## config.mk

```make
export PLATFORM = sky130hd
export DESIGN_NAME = bank_htu_top
export DESIGN_NICKNAME = d
export VERILOG_FILES = /design/src/hw/bank_htu_pkg.sv /design/src/hw/bank_htu_set_entry.sv /design/src/hw/bank_htu_set_array.sv /design/src/hw/bank_htu_issue.sv /design/src/hw/bank_htu_top.sv
export SDC_FILE = /design/constraint.sdc
export NUM_CORES = 2
export LEC_CHECK = 0
export BUFFER_PORTS_ARGS = -buffer_cell sky130_fd_sc_hd__buf_2
export CAP_MARGIN = 20
export CORE_MARGIN = 2
export CORE_UTILIZATION = 55
export CTS_CLUSTER_SIZE = 8
export DETAILED_ROUTE_END_ITERATION = 6
export PLACE_DENSITY = 0.71
export SLEW_MARGIN = 0
export SYNTH_ARGS = -nofsm -noshare
export SYNTH_HDL_FRONTEND = slang
export SYNTH_SLANG_ARGS = --single-unit
```

## constraint.sdc

```tcl
create_clock -name clk_i -period 10.9 [get_ports clk_i]
set_input_delay 2.725 -clock clk_i [delete_from_list [all_inputs] [get_ports clk_i]]
set_output_delay 2.725 -clock clk_i [all_outputs]
set_load 0.005 [all_outputs]
```

## src/hw/bank_htu_pkg.sv

```systemverilog
`default_nettype none

package bank_htu_pkg;

  // ----------------------------------------------------------
  // geometry and address fields
  // ----------------------------------------------------------
  localparam int NUM_SETS   = 8;
  localparam int NUM_WAYS   = 8;
  localparam int TAG_LSB    = 10;
  localparam int INDEX_LSB  = 5;
  localparam int OFFSET_BIT = 4;

  localparam int INDEX_W = 3;
  localparam int WAY_W   = 3;
  localparam int TAG_W   = 22;

  // bit 1 of a half-line state marks dirty
  typedef enum logic [1:0] {
    ST_EMPTY = 2'b00,
    ST_CLEAN = 2'b01,
    ST_DIRTY = 2'b11
  } line_state_e;

  // address bits 31:4 at their bus positions
  typedef logic [31:OFFSET_BIT] htu_addr_t;
  typedef logic [TAG_W-1:0]     tag_t;
  typedef logic [INDEX_W-1:0]   set_idx_t;
  typedef logic [WAY_W-1:0]     way_t;

  // ----------------------------------------------------------
  // payloads
  // ----------------------------------------------------------
  typedef struct packed {
    logic [1:0] ch_id;
    logic       is_write;
    htu_addr_t  addr;
    logic [7:0] wbuffer_id;
  } htu_req_t;

  typedef struct packed {
    logic        hit;
    logic        need_evit;
    way_t        way;
    line_state_e off0_state;
    line_state_e off1_state;
  } lookup_t;

  // opcode bit 1 is need_evit and bit 0 is write
  typedef struct packed {
    logic [1:0]               ch_id;
    logic [1:0]               opcode;
    logic [INDEX_W+WAY_W:0]   set_way_offset;
    logic [7:0]               wbuffer_id;
    line_state_e              off0_state;
    line_state_e              off1_state;
    logic                     need_linefill;
    set_idx_t                 linefill_set;
    way_t                     linefill_way;
  } isu_req_t;

  typedef struct packed {
    logic [INDEX_W+WAY_W-1:0] set_way;
    logic [31:INDEX_LSB]      araddr;
  } biu_ar_t;

endpackage

`default_nettype wire

```

## src/hw/bank_htu_set_entry.sv

```systemverilog
`timescale 1ns/1ns
`default_nettype none

module bank_htu_set_entry (
  input  logic                  clk_i,
  input  logic                  rst_n_i,
  input  logic                  upd_i,
  input  logic                  is_write_i,
  input  bank_htu_pkg::tag_t    tag_i,
  input  logic                  offset_i,
  output bank_htu_pkg::lookup_t lookup_o
);

  bank_htu_pkg::tag_t                 tag_q  [bank_htu_pkg::NUM_WAYS];
  bank_htu_pkg::line_state_e          off0_q [bank_htu_pkg::NUM_WAYS];
  bank_htu_pkg::line_state_e          off1_q [bank_htu_pkg::NUM_WAYS];
  bank_htu_pkg::way_t                 victim_q;
  logic [bank_htu_pkg::NUM_WAYS-1:0]  hit_vec;
  logic                               hit;
  bank_htu_pkg::way_t                 hit_way;
  bank_htu_pkg::way_t                 acc_way;
  bank_htu_pkg::line_state_e          acc_state;
  bank_htu_pkg::line_state_e          new_state;
  logic                               victim_dirty;

  // ----------------------------------------------------------
  // lookup
  // ----------------------------------------------------------
  // a way is live while either half holds data
  always_comb begin
    hit_way = '0;
    for (int w = 0; w < bank_htu_pkg::NUM_WAYS; w++) begin
      hit_vec[w] = (tag_q[w] == tag_i)
                 && ((off0_q[w] != bank_htu_pkg::ST_EMPTY)
                 ||  (off1_q[w] != bank_htu_pkg::ST_EMPTY));
      if (hit_vec[w]) begin
        hit_way = bank_htu_pkg::way_t'(w);
      end
    end
  end

  assign hit     = |hit_vec;
  assign acc_way = hit ? hit_way : victim_q;

  always_comb begin
    if (offset_i) begin
      acc_state = off1_q[acc_way];
    end else begin
      acc_state = off0_q[acc_way];
    end
  end

  always_comb begin
    if (is_write_i) begin
      new_state = bank_htu_pkg::ST_DIRTY;
    end else begin
      new_state = bank_htu_pkg::ST_CLEAN;
    end
  end

  assign victim_dirty = (off0_q[victim_q] == bank_htu_pkg::ST_DIRTY)
                      || (off1_q[victim_q] == bank_htu_pkg::ST_DIRTY);

  always_comb begin
    lookup_o.hit        = hit;
    lookup_o.need_evit  = !hit && victim_dirty;
    lookup_o.way        = acc_way;
    lookup_o.off0_state = off0_q[acc_way];
    lookup_o.off1_state = off1_q[acc_way];
  end

  // ----------------------------------------------------------
  // update on accept
  // ----------------------------------------------------------
  always_ff @(posedge clk_i) begin
    if (upd_i && !hit) begin
      tag_q[acc_way] <= tag_i;
    end
  end

  always_ff @(posedge clk_i) begin
    if (!rst_n_i) begin
      for (int w = 0; w < bank_htu_pkg::NUM_WAYS; w++) begin
        off0_q[w] <= bank_htu_pkg::ST_EMPTY;
        off1_q[w] <= bank_htu_pkg::ST_EMPTY;
      end
      victim_q <= '0;
    end else if (upd_i) begin
      if (hit) begin
        // read of a clean or dirty half leaves it alone
        if (is_write_i || acc_state == bank_htu_pkg::ST_EMPTY) begin
          if (offset_i) begin
            off1_q[acc_way] <= new_state;
          end else begin
            off0_q[acc_way] <= new_state;
          end
        end
      end else begin
        // victim allocated with the other half empty
        if (offset_i) begin
          off0_q[acc_way] <= bank_htu_pkg::ST_EMPTY;
          off1_q[acc_way] <= new_state;
        end else begin
          off0_q[acc_way] <= new_state;
          off1_q[acc_way] <= bank_htu_pkg::ST_EMPTY;
        end
        victim_q <= victim_q + 1'b1;
      end
    end
  end

endmodule

`default_nettype wire

```

## src/hw/bank_htu_set_array.sv

```systemverilog
`timescale 1ns/1ns
`default_nettype none

module bank_htu_set_array (
  input  logic                   clk_i,
  input  logic                   rst_n_i,
  input  logic                   kickoff_i,
  input  bank_htu_pkg::htu_req_t req_i,
  output bank_htu_pkg::lookup_t  lookup_o
);

  bank_htu_pkg::set_idx_t            index;
  bank_htu_pkg::tag_t                tag;
  logic                              offset;
  logic [bank_htu_pkg::NUM_SETS-1:0] index_dcd;
  logic [bank_htu_pkg::NUM_SETS-1:0] upd;
  bank_htu_pkg::lookup_t             set_lookup [bank_htu_pkg::NUM_SETS];

  // ----------------------------------------------------------
  // address split
  // ----------------------------------------------------------
  assign index  = req_i.addr[bank_htu_pkg::INDEX_LSB +: bank_htu_pkg::INDEX_W];
  assign tag    = req_i.addr[bank_htu_pkg::TAG_LSB +: bank_htu_pkg::TAG_W];
  assign offset = req_i.addr[bank_htu_pkg::OFFSET_BIT];

  // only the addressed set sees the accept
  assign upd = {bank_htu_pkg::NUM_SETS{kickoff_i}} & index_dcd;

  // ----------------------------------------------------------
  // sets
  // ----------------------------------------------------------
  for (genvar s = 0; s < bank_htu_pkg::NUM_SETS; s++) begin : g_set
    assign index_dcd[s] = (index == bank_htu_pkg::set_idx_t'(s));

    bank_htu_set_entry u_set_entry (
      .clk_i      (clk_i),
      .rst_n_i    (rst_n_i),
      .upd_i      (upd[s]),
      .is_write_i (req_i.is_write),
      .tag_i      (tag),
      .offset_i   (offset),
      .lookup_o   (set_lookup[s])
    );
  end

  // one-hot select of the addressed set
  always_comb begin
    lookup_o = '0;
    for (int s = 0; s < bank_htu_pkg::NUM_SETS; s++) begin
      if (index_dcd[s]) begin
        lookup_o = set_lookup[s];
      end
    end
  end

endmodule

`default_nettype wire

```

## src/hw/bank_htu_issue.sv

```systemverilog
`timescale 1ns/1ns
`default_nettype none

module bank_htu_issue (
  input  logic                   req_valid_i,
  input  bank_htu_pkg::htu_req_t req_i,
  input  bank_htu_pkg::lookup_t  lookup_i,
  input  logic                   isu_allow_in_i,
  input  logic                   ar_ready_i,
  output logic                   req_allow_in_o,
  output logic                   kickoff_o,
  output logic                   isu_valid_o,
  output bank_htu_pkg::isu_req_t isu_req_o,
  output logic                   ar_valid_o,
  output bank_htu_pkg::biu_ar_t  ar_o
);

  bank_htu_pkg::set_idx_t    index;
  logic                      offset;
  bank_htu_pkg::line_state_e acc_state;
  logic                      need_refill;
  logic                      ar_clear;

  assign index  = req_i.addr[bank_htu_pkg::INDEX_LSB +: bank_htu_pkg::INDEX_W];
  assign offset = req_i.addr[bank_htu_pkg::OFFSET_BIT];

  always_comb begin
    if (offset) begin
      acc_state = lookup_i.off1_state;
    end else begin
      acc_state = lookup_i.off0_state;
    end
  end

  // ----------------------------------------------------------
  // handshake
  // ----------------------------------------------------------
  // reads fetch on miss or on an empty half
  assign need_refill = !req_i.is_write
                     && (!lookup_i.hit || acc_state == bank_htu_pkg::ST_EMPTY);

  // linefill read either not needed or taken this cycle
  assign ar_clear = !need_refill || ar_ready_i;

  assign req_allow_in_o = isu_allow_in_i && ar_clear;
  assign kickoff_o      = req_valid_i && req_allow_in_o;
  assign isu_valid_o    = req_valid_i && ar_clear;
  assign ar_valid_o     = req_valid_i && need_refill;

  // ----------------------------------------------------------
  // payloads
  // ----------------------------------------------------------
  always_comb begin
    isu_req_o.ch_id          = req_i.ch_id;
    isu_req_o.opcode         = {lookup_i.need_evit, req_i.is_write};
    isu_req_o.set_way_offset = {index, lookup_i.way, offset};
    isu_req_o.wbuffer_id     = req_i.wbuffer_id;
    isu_req_o.off0_state     = lookup_i.off0_state;
    isu_req_o.off1_state     = lookup_i.off1_state;
    isu_req_o.need_linefill  = need_refill;
    isu_req_o.linefill_set   = index;
    isu_req_o.linefill_way   = lookup_i.way;
  end

  always_comb begin
    ar_o.set_way = {index, lookup_i.way};
    ar_o.araddr  = req_i.addr[31:bank_htu_pkg::INDEX_LSB];
  end

endmodule

`default_nettype wire

```

## src/hw/bank_htu_top.sv

```systemverilog
`timescale 1ns/1ns
`default_nettype none

module bank_htu_top (
  input  logic                   clk_i,
  input  logic                   rst_n_i,
  // crossbar request
  input  logic                   req_valid_i,
  input  bank_htu_pkg::htu_req_t req_i,
  output logic                   req_allow_in_o,
  // issue unit
  output logic                   isu_valid_o,
  output bank_htu_pkg::isu_req_t isu_req_o,
  input  logic                   isu_allow_in_i,
  // linefill read toward the bus interface
  output logic                   ar_valid_o,
  output bank_htu_pkg::biu_ar_t  ar_o,
  input  logic                   ar_ready_i
);

  logic                  kickoff;
  bank_htu_pkg::lookup_t lookup;

  // ----------------------------------------------------------
  // tag store
  // ----------------------------------------------------------
  bank_htu_set_array u_set_array (
    .clk_i     (clk_i),
    .rst_n_i   (rst_n_i),
    .kickoff_i (kickoff),
    .req_i     (req_i),
    .lookup_o  (lookup)
  );

  // ----------------------------------------------------------
  // issue stage
  // ----------------------------------------------------------
  // kickoff feeds back only into state
  bank_htu_issue u_issue (
    .req_valid_i    (req_valid_i),
    .req_i          (req_i),
    .lookup_i       (lookup),
    .isu_allow_in_i (isu_allow_in_i),
    .ar_ready_i     (ar_ready_i),
    .req_allow_in_o (req_allow_in_o),
    .kickoff_o      (kickoff),
    .isu_valid_o    (isu_valid_o),
    .isu_req_o      (isu_req_o),
    .ar_valid_o     (ar_valid_o),
    .ar_o           (ar_o)
  );

endmodule

`default_nettype wire

```

==> results.py <==
metrics = {
    "worst_setup_path": {
        "r2r_setup_slack_ns": 3.43,
        "crit_required_ns": 8.18,
        "cpMostUsedCell": "buf_4",
        "crit_arrival_ns": 8.13,
        "crit_chain": "clkbuf_8 -> buf_12 -> buf_4 -> xor2_1 -> nor4_1 -> nand4_1 -> or4_1 -> and2_1 -> o21a_1 -> o211a_1 -> o32a_1 -> o21bai_1 -> a31oi_1 -> o211ai_1 -> nor4b_1 -> buf_4 -> o31ai_1 -> buf_4 -> and2_1 -> buf_2",
        "start_kind": "primary input",
        "criticalPathCategory": "in -> out",
        "setup.worst_path.end_class": "primary output",
        "path_max_fanout": 27,
        "max_stage_delay_ns": 0.56,
        "cp_slowest_cell": "or4_1",
    },
    "detailed_routing": {
        "routed_via_density": 6.345,
        "dr.pass1.iters": 6,
        "final_antenna_net_count": 0,
        "drt_iter0_markers": 6340,
        "wl_per_cell_um": 27.83,
        "vias": 52640,
        "routed_wl_um": 230900,
        "drc": 0,
    },
    "clock_tree": {
        "cts_tree": "built",
        "clk-insertion-delay-late_ns": 0.89,
        "h-tree-depth": 4,
        "clock-sinks": 1712,
        "numCtsBuffers": 232,
        "cts_hold_buffers": 0,
        "cts.path.max_buffers": 3,
        "root_buffer": "clkbuf_16",
        "clk_pin_slew_ns": 0.05,
    },
    "placement": {
        "io_buffers": 85,
        "hpwl_um": 155400,
        "place_congestion": 0.9437,
        "place_area_mm2": 0.08453,
    },
    "floorplan": {
        "core_mm2": 0.1440,
        "io_pins": 110,
        "die_x_um": 385.2,
        "rows": 139,
        "die_y_um": 385.2,
        "start_util_pct": 55.50,
        "fp.dieArea_mm2": 0.1484,
    },
    "logic_synthesis": {
        "synth_top_family_by_area": "XOR/XNOR gates",
        "synth_edf_count": 1664,
        "synth.top_cell.area_share_pct": 62.52,
        "synth-seq-area-share_pct": 63.72,
        "synth_mux_area_share_pct": 1.096,
        "synth_fp_nets": 5981,
        "netlist_top_cells_area": "edfxtp_1 63%, xor2_1 9.0%, xnor2_1 6.4%",
        "ys_top_cells_by_count": "1664 x edfxtp_1, 825 x xor2_1, 587 x xnor2_1",
        "synth_compound_area_share_pct": 5.268,
        "netlist_area_mm2": 0.07992,
        "synth_xor_area_share_pct": 15.47,
        "yosysMostFrequentCell": "edfxtp_1",
        "synth_flop_cell": "edfxtp_1",
        "synth-simple-area-share_pct": 11.61,
        "async_flop_share_pct": 0,
        "synth-seq-cells": 1712,
        "synthDistinctLibCells": 97,
        "synth_warnings": 0,
        "synthAdderAreaFrac_pct": 0.1252,
        "syn_avg_cell_area_um2": 13.48,
        "synthCells": 5929,
        "yosysTopAreaCell": "edfxtp_1",
    },
    "timing": {
        "grt_setup_unrepaired": "false",
        "fin_skew_ns": 0.06033,
        "finalCritPeriodShare_pct": 99.58,
        "fmax_mhz": 92.13,
        "period_needed_ns": 10.85,
        "slew_headroom_pct": 20.86,
        "holdWs_ns": 0.5231,
        "slew_violations": 0,
        "max_slew.worst_pin.slew_ns": 1.183,
        "finalHoldViolCount": 0,
        "setup-violations-final": 0,
    },
    "power_and_ir_drop": {
        "p_sw_uw": 3455,
        "ir_drop_mv": 0.1395,
        "power_frac_clock_pct": 44.3,
        "fin_total_pwr_uw": 14920,
        "intPower_uw": 11470,
        "swShare_pct": 23.15,
        "leakage_uw": 0.02998,
        "seqPwrFrac_pct": 49.0,
        "pwr-share-comb_pct": 6.7,
        "p_per_area_mw_per_mm2": 163.5,
    },
    "final_layout": {
        "syn_to_final_growth_pct": 14.16,
        "num-nets-final": 6341,
        "finalInstanceArea_mm2": 0.09124,
        "drive_gt1_share_pct": 12.70,
        "final_core_util_pct": 63.36,
    },
    "global_routing": {
        "grt_antenna_before_repair": 6,
        "met1_usage_pct": 44.65,
        "track_usage_pct": 31.01,
        "grt_max_degree": 74,
        "first_global_vias": 51440,
        "met2_usage_pct": 48.29,
        "grt.met3_usage_pct": 5.045,
        "busiest_layer": "met2",
        "grt_overflow": 0,
        "grt_pass1_wl_um": 339900,
    },
    "outcome": {
        "status": "finished clean",
    },
    "run": {
        "drv_cap": 0,
    },
    "worst_hold_path": {
        "holdCritPathClass": "reg -> reg",
    },
}
==> cells by family after synthesis <==
| logic type | count (synthesis) |
|---|---|
| AOI/OAI and AO/OA | 610 |
| xor gates and xnor gates | 1412 |
| adders and majority gates | 8 |
| buffers and inverters | 379 |
| DFF | 1712 |
| muxes | 77 |
| and+or+nand+nor | 1731 |
==> what timing repair did <==
| action | in CTS | in global routing |
|---|---|---|
| pin swaps | 0 | 2 |
| gates cloned | 0 | 0 |
| endpoints found under the setup margin | 2 | 4 |
| endpoints found under the hold margin | 0 | 0 |
| gates resized for setup | 2 | 14 |
| setup buffers | 0 | 2 |
==> final timing paths <==
path | start | to | cells after the start
min reg2reg | u_set_array.g_set[3].u_set_entry.victim_q[2]$_SDFFE_PN0P_ | u_set_array.g_set[3].u_set_entry.victim_q[2]$_SDFFE_PN0P_ | 2
max reg2reg | u_set_array.g_set[4].u_set_entry.off0_q[0][1]$_SDFFCE_PN0P_ | u_set_array.g_set[4].u_set_entry.off1_q[1][0]$_SDFFCE_PN0P_ | 17
max | req_i[29] | req_allow_in_o | 20
min | u_set_array.g_set[3].u_set_entry.victim_q[2]$_SDFFE_PN0P_ | u_set_array.g_set[3].u_set_entry.victim_q[2]$_SDFFE_PN0P_ | 2
==> layer usage <==
metal | vias up | wire (um)
li1 | 22940 | -
met1 | 26580 | 97990
met2 | 2708 | 106200
met3 | 415 | 19630
met4 | 0 | 7039
met5 | - | 0
==> power by group through the flow <==
stage	Combinational [uW]	Sequential, uW	Clock (uW)
2_1_floorplan	540	7420	0
3_3_place_gp	966	7440	0
3_5_place_dp	983	7440	0
4_1_cts	988	7310	6670
5_1_grt	1050	7310	6940
6_report	998	7310	6610
==> layout make-up <==
cell class / count / area, um2
Antenna cell: 2 / 5.005
Clock buffer: 321 / 6150
Clock inverter: 16 / 402.9
Fill cell: 10730 / 52760
Inverter: 50 / 187.7
Multi-Input combinational cell: 3838 / 27030
Sequential cell: 1712 / 50930
Tap cell: 1903 / 2381
Timing Repair Buffer: 455 / 4158
==> worst max-delay path: cells and delay by family <==
kind	cells	cell delay, ns
xor gates and xnor gates	1	0.09
AOI/OAI and AO/OA	7	2.27
buffers and inverters	6	1.40
and+or+nand+nor	6	1.57
==> per-stage QoR <==
step	cells	TNS, ns	worst slack [ns]
global placement	7950	-0.1851	-0.06738
global route	8295	0	0.01063
floorplan	5929	0	1.609
CTS	8289	0	0.03322
detailed placement	7952	-0.05887	-0.03167
finish	8297	0	0.04603
==> sequential cells by signal, indices dropped and copies added (netlist names), named ones only <==
register,count
u_set_array.g_set.u_set_entry.tag_q,1408
u_set_array.g_set.u_set_entry.off0_q,128
u_set_array.g_set.u_set_entry.victim_q,24
u_set_array.g_set.u_set_entry.off1_q,128
==> layout by cell type, fill, tap and decap left out, types with 146 or more instances in the layout <==
cell / synthesis / routed
edfxtp_1: 1664 / 1664
nand2_1: 237 / 237
buf_4: 144 / 308
clkbuf_16: 0 / 232
nor3_1: 151 / 146
nor2_1: 370 / 333
nand4_1: 223 / 223
o21ai_0: 154 / 153
xnor2_1: 587 / 586
xor2_1: 825 / 825
nor4_1: 321 / 318
Power figures use the tool's default switching activity.
